==> config.mk <==
export PLATFORM = sky130hd
export DESIGN_NAME = ex_stage
export DESIGN_NICKNAME = d
export VERILOG_FILES = /design/src/ex_pkg.sv /design/src/ex_alu.sv /design/src/ex_delay_stage.sv /design/src/ex_trap_unit.sv /design/src/ex_commit_ctrl.sv /design/src/ex_stage.sv
export SDC_FILE = /design/constraint.sdc
export NUM_CORES = 1
export LEC_CHECK = 0
export BUFFER_PORTS_ARGS = -buffer_cell sky130_fd_sc_hd__buf_4
export CORE_MARGIN = 4
export CORE_UTILIZATION = 40
export DETAILED_ROUTE_END_ITERATION = 8
export PLACE_DENSITY = 0.64
export SLEW_MARGIN = 15
export SYNTH_ARGS = -nofsm -noshare
export SYNTH_HDL_FRONTEND = slang
export SYNTH_SLANG_ARGS = --single-unit
==> constraint.sdc <==
create_clock -name clk_i -period 8.18 [get_ports clk_i]
set_input_delay 1.636 -clock clk_i [delete_from_list [all_inputs] [get_ports clk_i]]
set_output_delay 1.636 -clock clk_i [all_outputs]
set_load 0.01 [all_outputs]
==> src/ex_pkg.sv <==
//----------------------------------------
// constants, cause codes, enums and structs
// shared by the execute stage units
//----------------------------------------
`default_nettype none

package ex_pkg;

    localparam int XLEN      = 32;
    localparam int INS_BYTES = 4;

    // redirect target for every trap
    localparam logic [XLEN-1:0] TRAP_VECTOR = 32'h0000_0100;

    //----------------------------------------
    // trap causes
    //----------------------------------------
    localparam logic [XLEN-1:0] CAUSE_INS_ADDR_MISALIGNED   = 32'd0;
    localparam logic [XLEN-1:0] CAUSE_INS_ACCESS_FAULT      = 32'd1;
    localparam logic [XLEN-1:0] CAUSE_ILLEGAL_INS           = 32'd2;
    localparam logic [XLEN-1:0] CAUSE_LOAD_ADDR_MISALIGNED  = 32'd4;
    localparam logic [XLEN-1:0] CAUSE_STORE_ADDR_MISALIGNED = 32'd6;
    localparam logic [XLEN-1:0] CAUSE_ECALL_M               = 32'd11;

    // load/store sizes that need alignment
    localparam logic [2:0] FUNCT3_HALF = 3'd1;
    localparam logic [2:0] FUNCT3_WORD = 3'd2;

    typedef enum logic [1:0] {
        ZONE_NONE,
        ZONE_REGFILE,
        ZONE_LOADQ,
        ZONE_STOREQ
    } ex_zone_e;

    typedef enum logic [2:0] {
        ALU_ADD,
        ALU_SUB,
        ALU_AND,
        ALU_OR,
        ALU_XOR,
        ALU_SLT
    } ex_alu_op_e;

    //----------------------------------------
    // stage payloads
    //----------------------------------------
    typedef struct packed {
        logic             valid;
        logic             sof;
        logic             ferr;
        logic             uerr;
        logic             jump;
        logic             ecall;
        logic             cond;
        logic             link;
        ex_zone_e         zone;
        ex_alu_op_e       alu_op;
        logic [2:0]       funct3;
        logic [4:0]       regd_addr;
        logic [XLEN-1:0]  ins;
        logic [XLEN-1:0]  pc;
        logic [XLEN-1:0]  operand_left;
        logic [XLEN-1:0]  operand_right;
        logic [XLEN-1:0]  cmp_left;
        logic [XLEN-1:0]  cmp_right;
        logic [XLEN-1:0]  regs2_data;
    } ex_ins_t;

    // sof is consumed at acceptance and is not held
    typedef struct packed {
        logic             valid;
        logic             ferr;
        logic             uerr;
        logic             jump;
        logic             ecall;
        logic             cond;
        logic             link;
        logic             lq_wr;
        logic             sq_wr;
        logic             regd_wr;
        logic [2:0]       funct3;
        logic [4:0]       regd_addr;
        logic [XLEN-1:0]  ins;
        logic [XLEN-1:0]  pc;
        logic [XLEN-1:0]  pc_inc;
        logic [XLEN-1:0]  regs2_data;
    } ex_held_t;

    typedef struct packed {
        logic             wr;
        logic             cncl_load;
        logic [4:0]       addr;
        logic [XLEN-1:0]  data;
    } ex_wb_t;

    typedef struct packed {
        logic             lq_wr;
        logic             sq_wr;
        logic [2:0]       funct3;
        logic [4:0]       regd_addr;
        logic [XLEN-1:0]  addr;
        logic [XLEN-1:0]  data;
    } ex_lsq_req_t;

    typedef struct packed {
        logic             take;
        logic [XLEN-1:0]  cause;
        logic [XLEN-1:0]  value;
    } ex_trap_t;

endpackage

`default_nettype wire

==> src/ex_alu.sv <==
//----------------------------------------
// registered alu and branch compare
//----------------------------------------
`timescale 1ns/1ps
`default_nettype none

module ex_alu (
    input  wire                         clk_i,
    input  wire                         resetb_i,
    input  wire                         en_i,
    input  wire ex_pkg::ex_alu_op_e     op_i,
    input  wire [ex_pkg::XLEN-1:0]      left_i,
    input  wire [ex_pkg::XLEN-1:0]      right_i,
    input  wire [ex_pkg::XLEN-1:0]      cmp_left_i,
    input  wire [ex_pkg::XLEN-1:0]      cmp_right_i,
    input  wire [2:0]                   funct3_i,
    output logic [ex_pkg::XLEN-1:0]     result_o,
    output logic                        cmp_o
);
    import ex_pkg::*;

    logic [XLEN-1:0] result_d;
    logic            cmp_d;

    always_comb begin
        case (op_i)
            ALU_ADD: result_d = left_i + right_i;
            ALU_SUB: result_d = left_i - right_i;
            ALU_AND: result_d = left_i & right_i;
            ALU_OR:  result_d = left_i | right_i;
            ALU_XOR: result_d = left_i ^ right_i;
            ALU_SLT: result_d = {{(XLEN-1){1'b0}}, $signed(left_i) < $signed(right_i)};
            default: result_d = '0;
        endcase
    end

    // branch compare, coded as the branch funct3
    always_comb begin
        case (funct3_i)
            3'b000:  cmp_d = (cmp_left_i == cmp_right_i);
            3'b001:  cmp_d = (cmp_left_i != cmp_right_i);
            3'b100:  cmp_d = ($signed(cmp_left_i) <  $signed(cmp_right_i));
            3'b101:  cmp_d = ($signed(cmp_left_i) >= $signed(cmp_right_i));
            3'b110:  cmp_d = (cmp_left_i <  cmp_right_i);
            3'b111:  cmp_d = (cmp_left_i >= cmp_right_i);
            default: cmp_d = 1'b0;
        endcase
    end

    // lines up with the delay stage register
    always_ff @(posedge clk_i or negedge resetb_i) begin
        if (!resetb_i) begin
            result_o <= '0;
            cmp_o    <= 1'b0;
        end else if (en_i) begin
            result_o <= result_d;
            cmp_o    <= cmp_d;
        end
    end

endmodule

`default_nettype wire

==> src/ex_delay_stage.sv <==
//----------------------------------------
// instruction register with zone decode
// and pc increment
//----------------------------------------
`timescale 1ns/1ps
`default_nettype none

module ex_delay_stage (
    input  wire                 clk_i,
    input  wire                 resetb_i,
    input  wire                 en_i,
    input  wire ex_pkg::ex_ins_t ins_i,
    output ex_pkg::ex_held_t    held_o
);
    import ex_pkg::*;

    ex_held_t held_d;
    ex_held_t payload_q;
    logic     valid_q;

    always_comb begin
        held_d            = '0;
        held_d.valid      = ins_i.valid;
        held_d.ferr       = ins_i.ferr;
        held_d.uerr       = ins_i.uerr;
        held_d.jump       = ins_i.jump;
        held_d.ecall      = ins_i.ecall;
        held_d.cond       = ins_i.cond;
        held_d.link       = ins_i.link;
        held_d.funct3     = ins_i.funct3;
        held_d.regd_addr  = ins_i.regd_addr;
        held_d.ins        = ins_i.ins;
        held_d.pc         = ins_i.pc;
        held_d.regs2_data = ins_i.regs2_data;
        // zone to one-hot write strobes
        case (ins_i.zone)
            ZONE_REGFILE: held_d.regd_wr = 1'b1;
            ZONE_LOADQ:   held_d.lq_wr   = 1'b1;
            ZONE_STOREQ:  held_d.sq_wr   = 1'b1;
            default:      held_d.regd_wr = 1'b0;
        endcase
        held_d.pc_inc = ins_i.pc + XLEN'(INS_BYTES);
    end

    //----------------------------------------
    // registers
    //----------------------------------------
    always_ff @(posedge clk_i or negedge resetb_i) begin
        if (!resetb_i) begin
            valid_q <= 1'b0;
        end else if (en_i) begin
            valid_q <= held_d.valid;
        end
    end

    always_ff @(posedge clk_i) begin
        if (en_i) begin
            payload_q <= held_d;
        end
    end

    // valid comes from the reset register
    always_comb begin
        held_o       = payload_q;
        held_o.valid = valid_q;
    end

endmodule

`default_nettype wire

==> src/ex_trap_unit.sv <==
//----------------------------------------
// exception detect, cause priority and
// trap value select
//----------------------------------------
`timescale 1ns/1ps
`default_nettype none

module ex_trap_unit (
    input  wire ex_pkg::ex_held_t       held_i,
    input  wire                         ex_valid_i,
    input  wire [ex_pkg::XLEN-1:0]      alu_result_i,
    output ex_pkg::ex_trap_t            trap_o
);
    import ex_pkg::*;

    localparam int ALIGN_BITS = $clog2(INS_BYTES);

    logic ls_misaligned;
    logic excp_ferr;
    logic excp_uerr;
    logic excp_maif;
    logic excp_mala;
    logic excp_masa;
    logic excp_ecall;

    // address alignment by access size
    always_comb begin
        ls_misaligned = 1'b0;
        if (held_i.funct3 == FUNCT3_HALF) begin
            ls_misaligned = alu_result_i[0];
        end else if (held_i.funct3 == FUNCT3_WORD) begin
            ls_misaligned = |alu_result_i[1:0];
        end
    end

    assign excp_ferr  = ex_valid_i & held_i.ferr;
    assign excp_uerr  = ex_valid_i & held_i.uerr;
    assign excp_maif  = ex_valid_i & held_i.jump & (|alu_result_i[ALIGN_BITS-1:0]);
    assign excp_mala  = ex_valid_i & held_i.lq_wr & ls_misaligned;
    assign excp_masa  = ex_valid_i & held_i.sq_wr & ls_misaligned;
    assign excp_ecall = ex_valid_i & held_i.ecall;

    //----------------------------------------
    // cause and value
    //----------------------------------------
    always_comb begin
        trap_o.take = excp_ferr | excp_uerr | excp_maif |
                      excp_mala | excp_masa | excp_ecall;
        trap_o.cause = '0;
        trap_o.value = '0;

        // order sets the priority
        // value goes with the winning cause
        if (excp_ferr) begin
            trap_o.cause = CAUSE_INS_ACCESS_FAULT;
        end else if (excp_uerr) begin
            trap_o.cause = CAUSE_ILLEGAL_INS;
            trap_o.value = held_i.ins;
        end else if (excp_maif) begin
            trap_o.cause = CAUSE_INS_ADDR_MISALIGNED;
            trap_o.value = held_i.pc;
        end else if (excp_mala) begin
            trap_o.cause = CAUSE_LOAD_ADDR_MISALIGNED;
            trap_o.value = held_i.pc;
        end else if (excp_masa) begin
            trap_o.cause = CAUSE_STORE_ADDR_MISALIGNED;
            trap_o.value = held_i.pc;
        end else if (excp_ecall) begin
            trap_o.cause = CAUSE_ECALL_M;
        end
    end

endmodule

`default_nettype wire

==> src/ex_commit_ctrl.sv <==
//----------------------------------------
// start-of-flow tracking, qualification,
// commit gating, stall and write-back mux
//----------------------------------------
`timescale 1ns/1ps
`default_nettype none

module ex_commit_ctrl (
    input  wire                         clk_i,
    input  wire                         resetb_i,
    input  wire                         ins_sof_i,
    input  wire                         ins_valid_i,
    input  wire ex_pkg::ex_held_t       held_i,
    input  wire [ex_pkg::XLEN-1:0]      alu_result_i,
    input  wire                         cmp_i,
    input  wire                         trap_take_i,
    input  wire                         lsq_full_i,
    output logic                        ex_valid_o,
    output logic                        stage_en_o,
    output logic                        stall_o,
    output logic                        jump_o,
    output logic [ex_pkg::XLEN-1:0]     jump_addr_o,
    output ex_pkg::ex_wb_t              wb_o,
    output ex_pkg::ex_lsq_req_t         lsq_req_o
);
    import ex_pkg::*;

    logic sof_run_q;
    logic commit;
    logic redirect;

    //----------------------------------------
    // qualification
    //----------------------------------------
    assign ex_valid_o = held_i.valid & sof_run_q & (cmp_i | ~held_i.cond);
    assign commit     = ex_valid_o & ~trap_take_i;
    assign redirect   = (commit & held_i.jump) | trap_take_i;

    // queue back-pressure on a committing load or store
    assign stall_o    = commit & lsq_full_i & (held_i.lq_wr | held_i.sq_wr);
    assign stage_en_o = ~stall_o;

    // drop everything after a redirect until the next sof
    always_ff @(posedge clk_i or negedge resetb_i) begin
        if (!resetb_i) begin
            sof_run_q <= 1'b1;
        end else if (stage_en_o) begin
            if (redirect) begin
                sof_run_q <= 1'b0;
            end else if (ins_valid_i & ins_sof_i) begin
                sof_run_q <= 1'b1;
            end
        end
    end

    //----------------------------------------
    // gated outputs
    //----------------------------------------
    assign jump_o      = stage_en_o & redirect;
    assign jump_addr_o = trap_take_i ? TRAP_VECTOR : alu_result_i;

    always_comb begin
        wb_o.wr        = stage_en_o & commit & held_i.regd_wr;
        wb_o.cncl_load = stage_en_o & ~commit & held_i.valid & held_i.lq_wr;
        wb_o.addr      = held_i.regd_addr;
        wb_o.data      = held_i.link ? held_i.pc_inc : alu_result_i;
    end

    always_comb begin
        lsq_req_o.lq_wr     = stage_en_o & commit & held_i.lq_wr;
        lsq_req_o.sq_wr     = stage_en_o & commit & held_i.sq_wr;
        lsq_req_o.funct3    = held_i.funct3;
        lsq_req_o.regd_addr = held_i.regd_addr;
        lsq_req_o.addr      = alu_result_i;
        lsq_req_o.data      = held_i.regs2_data;
    end

endmodule

`default_nettype wire

==> src/ex_stage.sv <==
//----------------------------------------
// execute stage top level
//----------------------------------------
`timescale 1ns/1ps
`default_nettype none

module ex_stage (
    input  wire                         clk_i,
    input  wire                         resetb_i,
    input  wire ex_pkg::ex_ins_t        ids_ins_i,
    input  wire                         lsq_full_i,
    output logic                        ids_stall_o,
    output ex_pkg::ex_wb_t              wb_o,
    output ex_pkg::ex_lsq_req_t         lsq_req_o,
    output logic                        jump_o,
    output logic [ex_pkg::XLEN-1:0]     jump_addr_o,
    output ex_pkg::ex_trap_t            trap_o
);
    import ex_pkg::*;

    ex_held_t        held;
    logic [XLEN-1:0] alu_result;
    logic            cmp_true;
    logic            ex_valid;
    logic            stage_en;
    ex_trap_t        trap;

    assign trap_o = trap;

    ex_delay_stage u_delay_stage (
        .clk_i    (clk_i),
        .resetb_i (resetb_i),
        .en_i     (stage_en),
        .ins_i    (ids_ins_i),
        .held_o   (held)
    );

    // operands come straight from decode
    ex_alu u_alu (
        .clk_i       (clk_i),
        .resetb_i    (resetb_i),
        .en_i        (stage_en),
        .op_i        (ids_ins_i.alu_op),
        .left_i      (ids_ins_i.operand_left),
        .right_i     (ids_ins_i.operand_right),
        .cmp_left_i  (ids_ins_i.cmp_left),
        .cmp_right_i (ids_ins_i.cmp_right),
        .funct3_i    (ids_ins_i.funct3),
        .result_o    (alu_result),
        .cmp_o       (cmp_true)
    );

    ex_trap_unit u_trap_unit (
        .held_i       (held),
        .ex_valid_i   (ex_valid),
        .alu_result_i (alu_result),
        .trap_o       (trap)
    );

    ex_commit_ctrl u_commit_ctrl (
        .clk_i        (clk_i),
        .resetb_i     (resetb_i),
        .ins_sof_i    (ids_ins_i.sof),
        .ins_valid_i  (ids_ins_i.valid),
        .held_i       (held),
        .alu_result_i (alu_result),
        .cmp_i        (cmp_true),
        .trap_take_i  (trap.take),
        .lsq_full_i   (lsq_full_i),
        .ex_valid_o   (ex_valid),
        .stage_en_o   (stage_en),
        .stall_o      (ids_stall_o),
        .jump_o       (jump_o),
        .jump_addr_o  (jump_addr_o),
        .wb_o         (wb_o),
        .lsq_req_o    (lsq_req_o)
    );

endmodule

`default_nettype wire

After elaboration in Yosys (flattened, before gate mapping)
Cells that the tools add are included.

word-level totals
  flip-flop bits (word level) = 180
  word-level logic and storage cells = 107
  output and inout bits = 212
  input bits = 248

cells by class
  mux-type cells = 19
  $lt $le $gt $ge = 5
  bitwise logic cells = 39
  reduce and logical (&&, ||, !) cells = 5
  $add $sub $neg = 3
  eq/ne operators = 17

operator list
  kind                                                             count
  64-bit 2-to-1 mux                                                3
  32-bit case mux with 6 select lines                              1
  32-bit 2-to-1 mux                                                5
  32-bit < comparator                                              3
  32-bit greater-or-equal comparator                               2
  32-bit by 3-bit adder with 32-bit output, second input constant  1
  32-bit adder                                                     1
  32-bit bitwise AND                                               1
  32-bit == test                                                   1
  32-bit != test                                                   1
  32-bit bitwise OR                                                1
  32-bit subtractor                                                1
  32-bit XOR                                                       1
  1-bit bitwise AND                                                24
  3-bit == test, second input constant                             6
  3-bit by 1-bit == test with 1-bit output, second input constant  3
  3-bit by 2-bit == test with 1-bit output, second input constant  3
  4-bit 2-to-1 mux                                                 2
  1-bit bitwise OR                                                 8
  1-bit 2-to-1 mux                                                 7
  3-bit zero test                                                  2
  1-bit case mux with 6 select lines                               1
  2-bit == test, second input constant                             2
  1-bit inverter                                                   4
  4 further kinds                                                  4

Depth between registers and ports, before layout
  word-level depth = 17
  depth in mapped cells = 13
  mapped depth without buffers = 13

Cells and area by module
Synthesis repeated with hierarchy kept, for this count alone.

second synthesis, totals
  cell total of the unflattened synthesis = 1543
  area, all modules = 14249.9 µm²

by module, submodules not included
  module          area each (µm²)  cells each  times used  sequential area each (µm²)
  ex_alu          7110.6           984         1           825.8
  ex_delay_stage  4973.5           234         1           4319.1
  ex_commit_ctrl  1301.2           164         1           26.3
  ex_trap_unit    864.6            161         1           0.0

Worst setup path after synthesis
No wires, ideal clock.

  path type = input-to-output
  start point = input port lsq_full_i
  end point = output port ids_stall_o
  data required time = 6.544 ns
  stages on the path = 3
  path slack = 0.984 ns
  arrival = 5.560 ns
  path buffers = 0
  cells stage by stage = or3b_2 or3_1 inv_1

on the way
  word-level cells in the longest chain between the ends = 2

ends and longest elaborated chain
  what                             RTL line              text
  start: declaration               ex_stage.sv:11        input wire lsq_full_i,
  1-bit bitwise AND (2 in series)  ex_commit_ctrl.sv:40  assign stall_o = commit & lsq_full_i & (held_i.lq_wr | held_i.sq_wr);
  end: declaration                 ex_stage.sv:12        output logic ids_stall_o,

Every way passes these cells.

Worst setup path after layout
Ends and elaborated chain as after synthesis.

==> impl_metrics.py <==
metrics = {
    "run_status": {
        "run_status": "complete, no violations",
    },
    "floorplan": {
        "num_io_pins": 460,
        "start_util_pct": 40.9,
        "die_h_um": 194,
        "die_x_um": 194,
        "fp.coreArea_um2": 33800,
        "dieArea_um2": 37600,
        "std_cell_rows": 67,
    },
    "logic_synthesis": {
        "postSynthAreaPerCell_um2": 9.19,
        "synth_area_um2": 13800,
        "synth_top_area_cell": "edfxtp_1",
        "synthFlopType": "edfxtp_1",
        "netlist_instances": 1503,
        "netlist.area_leader.share_pct": 31.1,
        "seq_area_frac_synth_pct": 37.4,
        "yosysWarnings": 0,
        "synth.distinct_cells": 80,
        "synth_seq_cells": 178,
        "synth_top_family_by_area": "compound AO/OA/AOI/OAI gates",
        "synth_fa_ha_area_share_pct": 12.0,
        "synth-edff-count": 143,
        "synth.mux.area_fraction_pct": 3.13,
        "synth-compound-area-share_pct": 20.6,
        "synthTopCellsByCount": "edfxtp_1, a21oi_1, inv_1, ha_1, nor2_1",
        "synthArstFlopShare_pct": 19.7,
        "synth-simple-area-share_pct": 14.7,
        "synth_xor_area_share_pct": 2.73,
        "yosysMostFrequentCell": "edfxtp_1",
        "synthTopCellsByArea": "edfxtp_1, ha_1, dfrtp_1",
    },
    "timing": {
        "setup_viol": 0,
        "finalHoldViolCount": 0,
        "fin_skew_ns": 0.00847,
        "rsz0062_at_grt": "false",
        "tns_ns": 0,
        "period_needed_ns": 4.97,
        "max_freq_ghz": 0.201,
        "worst_slew_pin_slew_ns": 1.20,
        "finalMaxSlewViolations": 0,
        "slew_headroom_pct": 19.9,
        "finalCritPeriodShare_pct": 60.8,
        "holdWs_ns": 0.546,
    },
    "worst_setup_path": {
        "path_max_fanout": 62,
        "reg2reg_from": "u_alu.result_o[1]$_DFFE_PN0N_",
        "end_kind": "output port",
        "start_kind": "input pin",
        "critical_path_arrival_ns": 3.34,
        "startpoint": "lsq_full_i",
        "crit_required_ns": 6.54,
        "path_class": "in -> out",
    },
    "cts": {
        "ctsResizeCount": 0,
        "clk_latency_ns": 0.43,
        "ctsLongestPathBuffers": 2,
        "cts_setup_buffers": 0,
        "numCtsBuffers": 17,
        "cts-root-buf": "clkbuf_16",
        "hold_buffers": 0,
        "clk_pin_slew_ns": 0.07,
        "cts.htree.levels": 4,
        "cts_tree": "done",
        "clkSinkCount": 178,
    },
    "finish": {
        "design_area_um2": 17600,
        "fillers": 3177,
        "antenna_cells": 0,
        "nets": 2232,
        "layout-drive-gt1-share_pct": 28.5,
        "syn_to_final_growth_pct": 27.4,
    },
    "pwr": {
        "comb_power_share_pct": 30.6,
        "leakagePower_nw": 8.19,
        "pwr-share-seq_pct": 40.4,
        "switching_share_pct": 32.4,
        "p_clk_share_pct": 28.9,
        "p_int_mw": 1.85,
        "powerDensity_nw_per_um2": 155,
        "p_switching_mw": 0.887,
        "ir_drop_v": 0.000141,
    },
    "route": {
        "drc": 0,
        "num_vias": 12900,
        "drt_iter0_markers": 934,
        "viasPerCell": 5.56,
        "wl_um": 50700,
        "antenna_left": 0,
        "drt_pass1_iterations": 6,
        "wl_per_cell_um": 21.9,
    },
    "global_route": {
        "antenna_found_initial": 0,
        "gr-total-overflow": 0,
        "grt_usage_pct": 25.7,
        "grt_pass1_vias": 12600,
        "grt_pass1_wl_um": 76200,
        "grt_max_degree": 84,
    },
    "worst_hold_path": {
        "worst_hold_startpoint": "u_alu.cmp_o$_DFFE_PN0N_",
        "hold_path.class": "reg -> reg",
    },
    "placement": {
        "place_congestion": 0.969,
        "hpwl_um": 39800,
        "placed_area_um2": 17000,
        "port_buffers": 431,
    },
    "run": {
        "drv_cap": 0,
    },
}
sequential cells by signal, indices dropped and copies added, names as in the netlist:
register and count:
u_alu.result_o 32, u_delay_stage.held_o 143, u_delay_stage.valid_q 1, u_commit_ctrl.sof_run_q 1, u_alu.cmp_o 1
final cells by class:
type,count,area [um2],area share [%]
clock buffers,19,433,2.46
clock inverters,13,124,0.704
well taps,448,561,3.18
flip-flops and latches,178,5170,29.4
inverters,134,503,2.86
repair buffers,446,3350,19.0
multi-input cells,1076,7460,42.4
power by group through the flow:
stage	clock network, mW	logic (mW)	registers [mW]
CTS	0.807	0.834	1.11
floorplan	0	0.464	1.10
finish	0.791	0.838	1.11
global route	0.843	0.909	1.11
global placement	0	0.825	1.12
detailed placement	0	0.831	1.13
path summary, 6_finish.rpt:
| path | to | slack, ns | depth (start not counted) |
|---|---|---|---|
| setup / recovery | ids_stall_o | 3.21 | 5 |
| hold / removal | u_alu.cmp_o$_DFFE_PN0N_ | 0.55 | 2 |
| setup reg to reg | u_delay_stage.held_o[83]$_DFFE_PN_ | 4.75 | 4 |
| hold reg to reg | u_alu.cmp_o$_DFFE_PN0N_ | 0.55 | 2 |
| max in group asynchronous | u_commit_ctrl.sof_run_q$_DFFE_PN1P_ | 6.61 | 1 |
| min in group asynchronous | u_alu.result_o[6]$_DFFE_PN0N_ | 1.17 | 1 |
per-stage QoR:
| stage | setup WS, ns | instances | util (%) | total power [mW] |
|---|---|---|---|---|
| global placement | 3.26 | 2282 | 50.4 | 1.95 |
| CTS | 3.19 | 2314 | 52.1 | 2.75 |
| floorplan | 0.984 | 1530 | - | 1.56 |
| global route | 3.13 | 2314 | 52.1 | 2.86 |
| finish | 3.21 | 2314 | 52.1 | 2.74 |
| detailed placement | 3.22 | 2282 | 50.4 | 1.96 |
worst max-delay path, cell delays in order:
cell and delay [ns]:
buf_4 0.08, or3b_2 0.48, or3_4 0.66, inv_1 0.27, buf_4 0.17
cell usage in the layout, fill, tap and decap left out, types with 17 or more instances in the layout:
cell type,Yosys,final
buf_4,74,446
edfxtp_1,143,143
a21oi_1,133,133
inv_1,131,131
ha_1,129,129
nor2_1,118,116
nand2_1,87,86
o21ai_0,62,62
nand3_1,39,39
and2_1,38,38
a22o_1,36,36
nor3_1,37,35
mux2_2,34,34
dfrtp_1,34,34
xnor2_1,30,30
conb_1,1,28
a211oi_1,27,27
clkbuf_16,0,17
logic make-up after synthesis:
| logic type | Yosys count |
|---|---|
| mux | 39 |
| other cells | 1 |
| buf+inv | 276 |
| compound gates | 422 |
| flops | 178 |
| fa+ha+maj | 131 |
| simple gates | 413 |
| xor+xnor | 43 |
per-layer routing:
| layer | part of all wire [%] | up-vias | global-route usage (%) |
|---|---|---|---|
| li1 | - | 6050 | - |
| met2 | 49 | 609 | 44.1 |
| met5 | 0 | - | 0 |
| met4 | 2.3 | 0 | 7.06 |
| met1 | 41 | 6146 | 33.1 |
| met3 | 7.7 | 63 | 5.44 |
(Power assumes the default switching activity.)
